### src/hdl/tl_pkg.sv
package tl_pkg;

  // Memory channel widths
  localparam int unsigned ADDR_WIDTH = 32;
  localparam int unsigned DATA_WIDTH = 32;
  localparam int unsigned OP_WIDTH   = 3;

  // Host tag in the low bits, host index above it
  localparam int unsigned HOST_SOURCE_WIDTH = 1;
  localparam int unsigned SOURCE_WIDTH      = 2;
  localparam int unsigned HOST_IDX_WIDTH    = SOURCE_WIDTH - HOST_SOURCE_WIDTH;

  localparam int unsigned NUM_HOSTS   = 2;
  localparam int unsigned HOST_ICACHE = 0;
  localparam int unsigned HOST_DCACHE = 1;

  // A channel opcodes
  localparam logic [OP_WIDTH-1:0] OP_PUT_FULL = 3'd0;
  localparam logic [OP_WIDTH-1:0] OP_GET      = 3'd4;

  // D channel opcodes
  localparam logic [OP_WIDTH-1:0] OP_ACCESS_ACK      = 3'd0;
  localparam logic [OP_WIDTH-1:0] OP_ACCESS_ACK_DATA = 3'd1;

endpackage

### src/hdl/hpm_pkg.sv
package hpm_pkg;

  localparam int unsigned HPM_EVENT_NUM = 8;

  // Internal event indices
  localparam int unsigned HPM_EVENT_NONE          = 0;
  localparam int unsigned HPM_EVENT_ICACHE_ACCESS = 1;
  localparam int unsigned HPM_EVENT_DCACHE_ACCESS = 2;
  localparam int unsigned HPM_EVENT_MEM_STALL     = 3;

  // Everything from here up passes through from outside
  localparam int unsigned HPM_EXT_FIRST = 4;

  localparam int unsigned HPM_COUNTER_WIDTH = 32;

endpackage

### src/hdl/tl_host_arbiter.sv
`timescale 1ns/1ps

module tl_host_arbiter (
  input  logic clk_i,
  input  logic rst_n_i,

  // Host A channels, one slice per host
  input  logic [tl_pkg::NUM_HOSTS-1:0]                              host_a_valid_i,
  output logic [tl_pkg::NUM_HOSTS-1:0]                              host_a_ready_o,
  input  logic [tl_pkg::NUM_HOSTS-1:0][tl_pkg::OP_WIDTH-1:0]        host_a_opcode_i,
  input  logic [tl_pkg::NUM_HOSTS-1:0][tl_pkg::ADDR_WIDTH-1:0]      host_a_address_i,
  input  logic [tl_pkg::NUM_HOSTS-1:0][tl_pkg::HOST_SOURCE_WIDTH-1:0] host_a_source_i,
  input  logic [tl_pkg::NUM_HOSTS-1:0][tl_pkg::DATA_WIDTH-1:0]      host_a_data_i,

  // Memory A channel
  output logic                            mem_a_valid_o,
  input  logic                            mem_a_ready_i,
  output logic [tl_pkg::OP_WIDTH-1:0]     mem_a_opcode_o,
  output logic [tl_pkg::ADDR_WIDTH-1:0]   mem_a_address_o,
  output logic [tl_pkg::SOURCE_WIDTH-1:0] mem_a_source_o,
  output logic [tl_pkg::DATA_WIDTH-1:0]   mem_a_data_o
);

  import tl_pkg::*;

  logic [HOST_IDX_WIDTH-1:0] rr_ptr_q;
  logic                      lock_q;
  logic [HOST_IDX_WIDTH-1:0] lock_idx_q;
  logic [HOST_IDX_WIDTH-1:0] pick_idx;
  logic [HOST_IDX_WIDTH-1:0] grant_idx;
  logic                      mem_a_fire;

  // Search for a requester starting at the pointer
  always_comb begin
    logic [HOST_IDX_WIDTH-1:0] cand;
    logic                      found;
    found = 1'b0;
    pick_idx = rr_ptr_q;
    for (int i = 0; i < NUM_HOSTS; i++) begin
      cand = rr_ptr_q + HOST_IDX_WIDTH'(i);
      if (!found && host_a_valid_i[cand]) begin
        pick_idx = cand;
        found = 1'b1;
      end
    end
  end

  // A stalled beat keeps its winner until it transfers
  assign grant_idx = lock_q ? lock_idx_q : pick_idx;

  assign mem_a_valid_o   = host_a_valid_i[grant_idx];
  assign mem_a_opcode_o  = host_a_opcode_i[grant_idx];
  assign mem_a_address_o = host_a_address_i[grant_idx];
  assign mem_a_data_o    = host_a_data_i[grant_idx];
  assign mem_a_source_o  = {grant_idx, host_a_source_i[grant_idx]};

  assign mem_a_fire = mem_a_valid_o && mem_a_ready_i;

  always_comb begin
    for (int h = 0; h < NUM_HOSTS; h++) begin
      host_a_ready_o[h] = mem_a_ready_i && (grant_idx == HOST_IDX_WIDTH'(h));
    end
  end

  always_ff @(posedge clk_i) begin
    if (!rst_n_i) begin
      rr_ptr_q   <= '0;
      lock_q     <= 1'b0;
      lock_idx_q <= '0;
    end else begin
      lock_q     <= mem_a_valid_o && !mem_a_ready_i;
      lock_idx_q <= grant_idx;
      // Next search starts just past the winner
      if (mem_a_fire) begin
        rr_ptr_q <= grant_idx + HOST_IDX_WIDTH'(1);
      end
    end
  end

endmodule

### src/hdl/tl_resp_router.sv
`timescale 1ns/1ps

module tl_resp_router (
  // Memory D channel
  input  logic                            mem_d_valid_i,
  output logic                            mem_d_ready_o,
  input  logic [tl_pkg::OP_WIDTH-1:0]     mem_d_opcode_i,
  input  logic [tl_pkg::SOURCE_WIDTH-1:0] mem_d_source_i,
  input  logic [tl_pkg::DATA_WIDTH-1:0]   mem_d_data_i,

  // Host D channels, one slice per host
  output logic [tl_pkg::NUM_HOSTS-1:0]                              host_d_valid_o,
  input  logic [tl_pkg::NUM_HOSTS-1:0]                              host_d_ready_i,
  output logic [tl_pkg::NUM_HOSTS-1:0][tl_pkg::OP_WIDTH-1:0]        host_d_opcode_o,
  output logic [tl_pkg::NUM_HOSTS-1:0][tl_pkg::HOST_SOURCE_WIDTH-1:0] host_d_source_o,
  output logic [tl_pkg::NUM_HOSTS-1:0][tl_pkg::DATA_WIDTH-1:0]      host_d_data_o
);

  import tl_pkg::*;

  logic [HOST_IDX_WIDTH-1:0]    dest_idx;
  logic [HOST_SOURCE_WIDTH-1:0] host_tag;

  // Upper source bits name the host, the rest is its own tag
  assign dest_idx = mem_d_source_i[SOURCE_WIDTH-1 -: HOST_IDX_WIDTH];
  assign host_tag = mem_d_source_i[HOST_SOURCE_WIDTH-1:0];

  assign mem_d_ready_o = host_d_ready_i[dest_idx];

  always_comb begin
    for (int h = 0; h < NUM_HOSTS; h++) begin
      host_d_valid_o[h]  = mem_d_valid_i && (dest_idx == HOST_IDX_WIDTH'(h));
      // Payload is shared, valid picks the receiver
      host_d_opcode_o[h] = mem_d_opcode_i;
      host_d_source_o[h] = host_tag;
      host_d_data_o[h]   = mem_d_data_i;
    end
  end

endmodule

### src/hdl/hpm_event_counter.sv
`timescale 1ns/1ps

module hpm_event_counter (
  input  logic clk_i,
  input  logic rst_n_i,

  // Internal strobes
  input  logic icache_access_i,
  input  logic dcache_access_i,
  input  logic mem_stall_i,

  input  logic [hpm_pkg::HPM_EVENT_NUM-1:0] hpm_event_i,

  // Counter i sits at bits [i*HPM_COUNTER_WIDTH +: HPM_COUNTER_WIDTH]
  output logic [hpm_pkg::HPM_EVENT_NUM*hpm_pkg::HPM_COUNTER_WIDTH-1:0] hpm_count_o
);

  import hpm_pkg::*;

  logic [HPM_EVENT_NUM-1:0]                        event_vec;
  logic [HPM_EVENT_NUM-1:0][HPM_COUNTER_WIDTH-1:0] count_q;

  always_comb begin
    event_vec = '0;
    // External bits pass through, the low ones are ours
    for (int i = HPM_EXT_FIRST; i < HPM_EVENT_NUM; i++) begin
      event_vec[i] = hpm_event_i[i];
    end
    event_vec[HPM_EVENT_NONE]          = 1'b0;
    event_vec[HPM_EVENT_ICACHE_ACCESS] = icache_access_i;
    event_vec[HPM_EVENT_DCACHE_ACCESS] = dcache_access_i;
    event_vec[HPM_EVENT_MEM_STALL]     = mem_stall_i;
  end

  // Saturating counters
  always_ff @(posedge clk_i) begin
    if (!rst_n_i) begin
      count_q <= '0;
    end else begin
      for (int i = 0; i < HPM_EVENT_NUM; i++) begin
        if (event_vec[i] && (count_q[i] != '1)) begin
          count_q[i] <= count_q[i] + 1'b1;
        end
      end
    end
  end

  assign hpm_count_o = count_q;

endmodule

### src/hdl/core_mem_top.sv
`timescale 1ns/1ps

module core_mem_top (
  input  logic clk_i,
  input  logic rst_n_i,

  // Instruction fetch host
  input  logic                                 ic_a_valid_i,
  output logic                                 ic_a_ready_o,
  input  logic [tl_pkg::OP_WIDTH-1:0]          ic_a_opcode_i,
  input  logic [tl_pkg::ADDR_WIDTH-1:0]        ic_a_address_i,
  input  logic [tl_pkg::HOST_SOURCE_WIDTH-1:0] ic_a_source_i,
  input  logic [tl_pkg::DATA_WIDTH-1:0]        ic_a_data_i,
  output logic                                 ic_d_valid_o,
  input  logic                                 ic_d_ready_i,
  output logic [tl_pkg::OP_WIDTH-1:0]          ic_d_opcode_o,
  output logic [tl_pkg::HOST_SOURCE_WIDTH-1:0] ic_d_source_o,
  output logic [tl_pkg::DATA_WIDTH-1:0]        ic_d_data_o,

  // Data host
  input  logic                                 dc_a_valid_i,
  output logic                                 dc_a_ready_o,
  input  logic [tl_pkg::OP_WIDTH-1:0]          dc_a_opcode_i,
  input  logic [tl_pkg::ADDR_WIDTH-1:0]        dc_a_address_i,
  input  logic [tl_pkg::HOST_SOURCE_WIDTH-1:0] dc_a_source_i,
  input  logic [tl_pkg::DATA_WIDTH-1:0]        dc_a_data_i,
  output logic                                 dc_d_valid_o,
  input  logic                                 dc_d_ready_i,
  output logic [tl_pkg::OP_WIDTH-1:0]          dc_d_opcode_o,
  output logic [tl_pkg::HOST_SOURCE_WIDTH-1:0] dc_d_source_o,
  output logic [tl_pkg::DATA_WIDTH-1:0]        dc_d_data_o,

  // Memory port
  output logic                            mem_a_valid_o,
  input  logic                            mem_a_ready_i,
  output logic [tl_pkg::OP_WIDTH-1:0]     mem_a_opcode_o,
  output logic [tl_pkg::ADDR_WIDTH-1:0]   mem_a_address_o,
  output logic [tl_pkg::SOURCE_WIDTH-1:0] mem_a_source_o,
  output logic [tl_pkg::DATA_WIDTH-1:0]   mem_a_data_o,
  input  logic                            mem_d_valid_i,
  output logic                            mem_d_ready_o,
  input  logic [tl_pkg::OP_WIDTH-1:0]     mem_d_opcode_i,
  input  logic [tl_pkg::SOURCE_WIDTH-1:0] mem_d_source_i,
  input  logic [tl_pkg::DATA_WIDTH-1:0]   mem_d_data_i,

  input  logic [hpm_pkg::HPM_EVENT_NUM-1:0] hpm_event_i,
  output logic [hpm_pkg::HPM_EVENT_NUM*hpm_pkg::HPM_COUNTER_WIDTH-1:0] hpm_count_o
);

  logic icache_access;
  logic dcache_access;
  logic mem_stall;

  // Access counts completed A handshakes
  assign icache_access = ic_a_valid_i & ic_a_ready_o;
  assign dcache_access = dc_a_valid_i & dc_a_ready_o;
  assign mem_stall     = mem_d_valid_i & ~mem_d_ready_o;

  // Host 1 (data) in the upper slice, host 0 (fetch) in the lower
  tl_host_arbiter arbiter0 (
    .clk_i            (clk_i),
    .rst_n_i          (rst_n_i),
    .host_a_valid_i   ({dc_a_valid_i, ic_a_valid_i}),
    .host_a_ready_o   ({dc_a_ready_o, ic_a_ready_o}),
    .host_a_opcode_i  ({dc_a_opcode_i, ic_a_opcode_i}),
    .host_a_address_i ({dc_a_address_i, ic_a_address_i}),
    .host_a_source_i  ({dc_a_source_i, ic_a_source_i}),
    .host_a_data_i    ({dc_a_data_i, ic_a_data_i}),
    .mem_a_valid_o    (mem_a_valid_o),
    .mem_a_ready_i    (mem_a_ready_i),
    .mem_a_opcode_o   (mem_a_opcode_o),
    .mem_a_address_o  (mem_a_address_o),
    .mem_a_source_o   (mem_a_source_o),
    .mem_a_data_o     (mem_a_data_o)
  );

  hpm_event_counter hpm0 (
    .clk_i           (clk_i),
    .rst_n_i         (rst_n_i),
    .icache_access_i (icache_access),
    .dcache_access_i (dcache_access),
    .mem_stall_i     (mem_stall),
    .hpm_event_i     (hpm_event_i),
    .hpm_count_o     (hpm_count_o)
  );

  tl_resp_router router0 (
    .mem_d_valid_i   (mem_d_valid_i),
    .mem_d_ready_o   (mem_d_ready_o),
    .mem_d_opcode_i  (mem_d_opcode_i),
    .mem_d_source_i  (mem_d_source_i),
    .mem_d_data_i    (mem_d_data_i),
    .host_d_valid_o  ({dc_d_valid_o, ic_d_valid_o}),
    .host_d_ready_i  ({dc_d_ready_i, ic_d_ready_i}),
    .host_d_opcode_o ({dc_d_opcode_o, ic_d_opcode_o}),
    .host_d_source_o ({dc_d_source_o, ic_d_source_o}),
    .host_d_data_o   ({dc_d_data_o, ic_d_data_o})
  );

endmodule

### config.mk
export PLATFORM = sky130hd
export DESIGN_NAME = core_mem_top
export DESIGN_NICKNAME = d
export VERILOG_FILES = /design/src/hdl/tl_pkg.sv /design/src/hdl/hpm_pkg.sv /design/src/hdl/tl_host_arbiter.sv /design/src/hdl/tl_resp_router.sv /design/src/hdl/hpm_event_counter.sv /design/src/hdl/core_mem_top.sv
export SDC_FILE = /design/constraint.sdc
export NUM_CORES = 1
export LEC_CHECK = 0
export BUFFER_PORTS_ARGS = -buffer_cell sky130_fd_sc_hd__buf_4
export CORE_AREA = 4 4 228 230
export DETAILED_ROUTE_END_ITERATION = 10
export DIE_AREA = 0 0 232 234
export PLACE_DENSITY = 0.48
export SYNTH_ARGS = -nofsm -noshare
export SYNTH_HDL_FRONTEND = slang
export SYNTH_HIERARCHICAL = 1
export SYNTH_SLANG_ARGS = --single-unit
### constraint.sdc
create_clock -name clk_i -period 3.8 [get_ports clk_i]
set_clock_uncertainty 0.05 [all_clocks]
set_input_delay 0.19 -clock clk_i [delete_from_list [all_inputs] [get_ports clk_i]]
set_output_delay 0.19 -clock clk_i [all_outputs]
set_load 0.02 [all_outputs]
==> flow_metrics.env <==
export IMPL_die_area_sq_um=54300
export IMPL_fin_nets=2116
export IMPL_rows=82
export IMPL_final_antenna_net_count=0
export IMPL_synth_seq_cells=227
export IMPL_powerDensity_nw_per_um2=345
export IMPL_clock_path_buffers=3
export IMPL_hold_viol_final=0
export IMPL_crit_type="in -> out"
export IMPL_die_w_microns=232
export IMPL_fin_cells=2613
export IMPL_grt_usage_pct=18.2
export IMPL_layout_min_cycle_time_ps=3460
export IMPL_peakVddDrop_mv=0.313
export IMPL_synth_edf_count=0
export IMPL_drt_pre_antenna_iters=5
export IMPL_crit_path_end_kind="primary output"
export IMPL_r2r_cells=10
export IMPL_hp_class="in -> reg"
export IMPL_tightest_slew_ps=1060
export IMPL_maxSlewViolCount=0
export IMPL_max_freq_mhz=289
export IMPL_drive_above_1_share_pct=30.3
export IMPL_syn_area_sq_um=13500
export IMPL_grt_remaining_overflow=0
export IMPL_clkTransAtPathRegs_ps=60
export IMPL_yosys_warnings=6
export IMPL_dp_slack_ps=725
export IMPL_root_buffer="clkbuf_16"
export IMPL_async_flop_share_pct=0
export IMPL_finalCritPeriodShare_pct=91.1
export IMPL_layout_common_cells="buf_4, dfxtp_1, nand2_1"
export IMPL_clkPwrFrac_pct=46.0
export IMPL_slew_headroom_pct=29.5
export IMPL_final_util_pct=35.4
export IMPL_setup_violations=0
export IMPL_cp_start_kind="input pin"
export IMPL_critPathArrivalTime_ps=3220
export IMPL_crit_slowest_cell="buf_4"
export IMPL_tns_ps=0
export IMPL_drc=0
export IMPL_drt_wirelength_per_cell_microns=20.3
export IMPL_power_frac_comb_pct=14.2
export IMPL_netlist_area_leader_share_pct=33.7
export IMPL_syn_inst=1577
export IMPL_cp_max_fo=52
export IMPL_initial_core_util_pct=27.0
export IMPL_gp_congestion=0.927
export IMPL_crit_buf_inv=5
export IMPL_post_cts_setup_buffers=0
export IMPL_cts_max_level=1
export IMPL_fillCellCount=5189
export IMPL_status="completed"
export IMPL_clkSinkCount=227
export IMPL_vias=13100
export IMPL_die_height_microns=234
export IMPL_port_buffers=447
export IMPL_avgSynthCellArea_sq_um=8.54
export IMPL_ios=592
export IMPL_path_cells="dlygate4sd3_1 -> buf_4 -> a21oi_1 -> o31a_2 -> buf_4 -> buf_4 -> mux2_4 -> buf_4"
export IMPL_worst_slack_ps=340
export IMPL_final_common_cell="buf_4"
export IMPL_cts_resized=0
export IMPL_synth_area_leader_cell="dfxtp_1"
export IMPL_hpwl_mm=41.2
export IMPL_numCtsBuffers=31
export IMPL_grt_pass1_vias=12200
export IMPL_ys_flop_type="dfxtp_1"
export IMPL_cp_depth=8
export IMPL_p_leak_nw=6.91
export IMPL_min_path_cells=2
export IMPL_via_per_inst=5.03
export IMPL_p_int_w=0.00448
export IMPL_yosysUniqueCellTypes=71
export IMPL_power_frac_seq_pct=39.7
export IMPL_cp_slowest_stage_delay_ps=780
export IMPL_grt_first_pass_wirelength_mm=77.4
export IMPL_synth_seq_area_share_pct=33.7
export IMPL_clk_latency_ps=570
export IMPL_cp_top_family="buffers and inverters"
export IMPL_drt_total_wl_mm=53.1
export IMPL_coreArea_sq_um=49900
export IMPL_holdBufCountCts=6
export IMPL_crit_required_ps=3560
export IMPL_drtIter0Drc=663
export IMPL_grt_max_degree=114
export IMPL_crit_top_cell="buf_4"
export IMPL_place_inst=2553
export IMPL_antenna_found_initial=2
export IMPL_power_switching_w=0.00160
export IMPL_rsz0062_at_grt="false"
export IMPL_cts_tree="built"
export IMPL_cap_violations=0
export IMPL_synth_area_leaders="dfxtp_1, mux2_4, buf_4"
export IMPL_area_delta_synth_final_pct=31.0
export IMPL_swShare_pct=26.3
==> flip-flops by register name, summed over array words and instances, names as in the netlist <==
name,flops
arbiter0/lock_q,1
arbiter0/lock_idx_q,1
hpm0/hpm_count_o,224
arbiter0/rr_ptr_q,1
==> cells in the mapped netlist, types with 7 or more instances <==
cell type  instances
nand3_1           76
o211ai_1          10
mux2i_1           34
a211oi_1          17
xor2_1             8
or4_1             45
dfxtp_1          227
a21oi_1          112
buf_2             11
inv_1             32
and3_1            28
clkbuf_1          52
nor2_1            93
ha_1               7
xnor2_1           56
and2_1            13
a31oi_1            7
o21a_1             9
o31ai_1           36
o31a_1             8
o21ai_1           10
or3_1             62
nor4_1            29
nand4_1           78
and4_1            34
nand2b_1          33
nand2_1          127
nor3_1            15
o21ai_0           55
mux2_4            67
buf_4            105
==> through the flow <==
step	hold WS, ps	instance area [sq um]	power (W)
2_1_floorplan	219	13600	0.00310
5_1_grt	49.7	17700	0.00631
3_3_place_gp	330	16600	0.00333
3_5_place_dp	330	16600	0.00334
4_1_cts	12.7	17600	0.00620
6_report	45.8	17700	0.00608
==> cell type report <==
type	count	area (sq um)	area share [%]
well taps	672	841	4.76
inverters	32	125	0.709
flip-flops and latches	227	4540	25.7
clock inverters	7	100	0.567
diodes	2	5.00	0.0284
clock buffers	45	858	4.86
repair buffers	462	3480	19.7
multi-input cells	1166	7690	43.6
==> worst reg2reg max path: cells and delay by family, from the launching register on <==
kind | cells | cell delay [ps]
buf+inv | 1 | 200
compound gates | 3 | 1050
flops | 1 | 320
simple gates | 5 | 1170
mux | 1 | 130
==> cell families (layout without fill, tap and decap cells) <==
| kind of cell | Yosys count | count (layout) | share of synthesized area [%] |
|---|---|---|---|
| AO/OA/AOI/OAI | 297 | 297 | 13.8 |
| XOR/XNOR | 64 | 64 | 4.16 |
| adder cells (fa/ha/maj) | 7 | 7 | 0.650 |
| buffers and inverters | 215 | 546 | 10.0 |
| flip-flops | 227 | 227 | 33.7 |
| multiplexers | 103 | 103 | 10.2 |
| other | 1 | 34 | 0.0278 |
| AND/OR/NAND/NOR | 663 | 663 | 27.5 |
==> routing by layer <==
layer / vias up / global-route usage, % / share of wire (%)
met3: 39 / 7.76 / 11
li1: 6403 / - / -
met4: 0 / 3.59 / 1.1
met2: 429 / 31.0 / 48
met5: - / 0 / 0
met1: 6262 / 21.5 / 40
==> power groups by stage <==
stage	combinational, W	clock, W	sequential (W)
after floorplan	0.000622	0	0.00248
after global placement	0.000868	0	0.00247
after detailed placement	0.000870	0	0.00247
after CTS	0.000880	0.00290	0.00242
after global routing	0.000912	0.00298	0.00242
final	0.000867	0.00280	0.00242
==> path summary, 6_finish.rpt <==
| check | start | to | slack [ps] |
|---|---|---|---|
| max | dc_a_valid_i | mem_a_data_o[7] | 340 |
| min | rst_n_i | hpm0/hpm_count_o[42] | 50 |
| max reg2reg | arbiter0/rr_ptr_q | hpm0/hpm_count_o[61] | 760 |
| min reg2reg | arbiter0/rr_ptr_q | arbiter0/rr_ptr_q | 430 |
No activity file was read; power rests on OpenSTA's default activity.
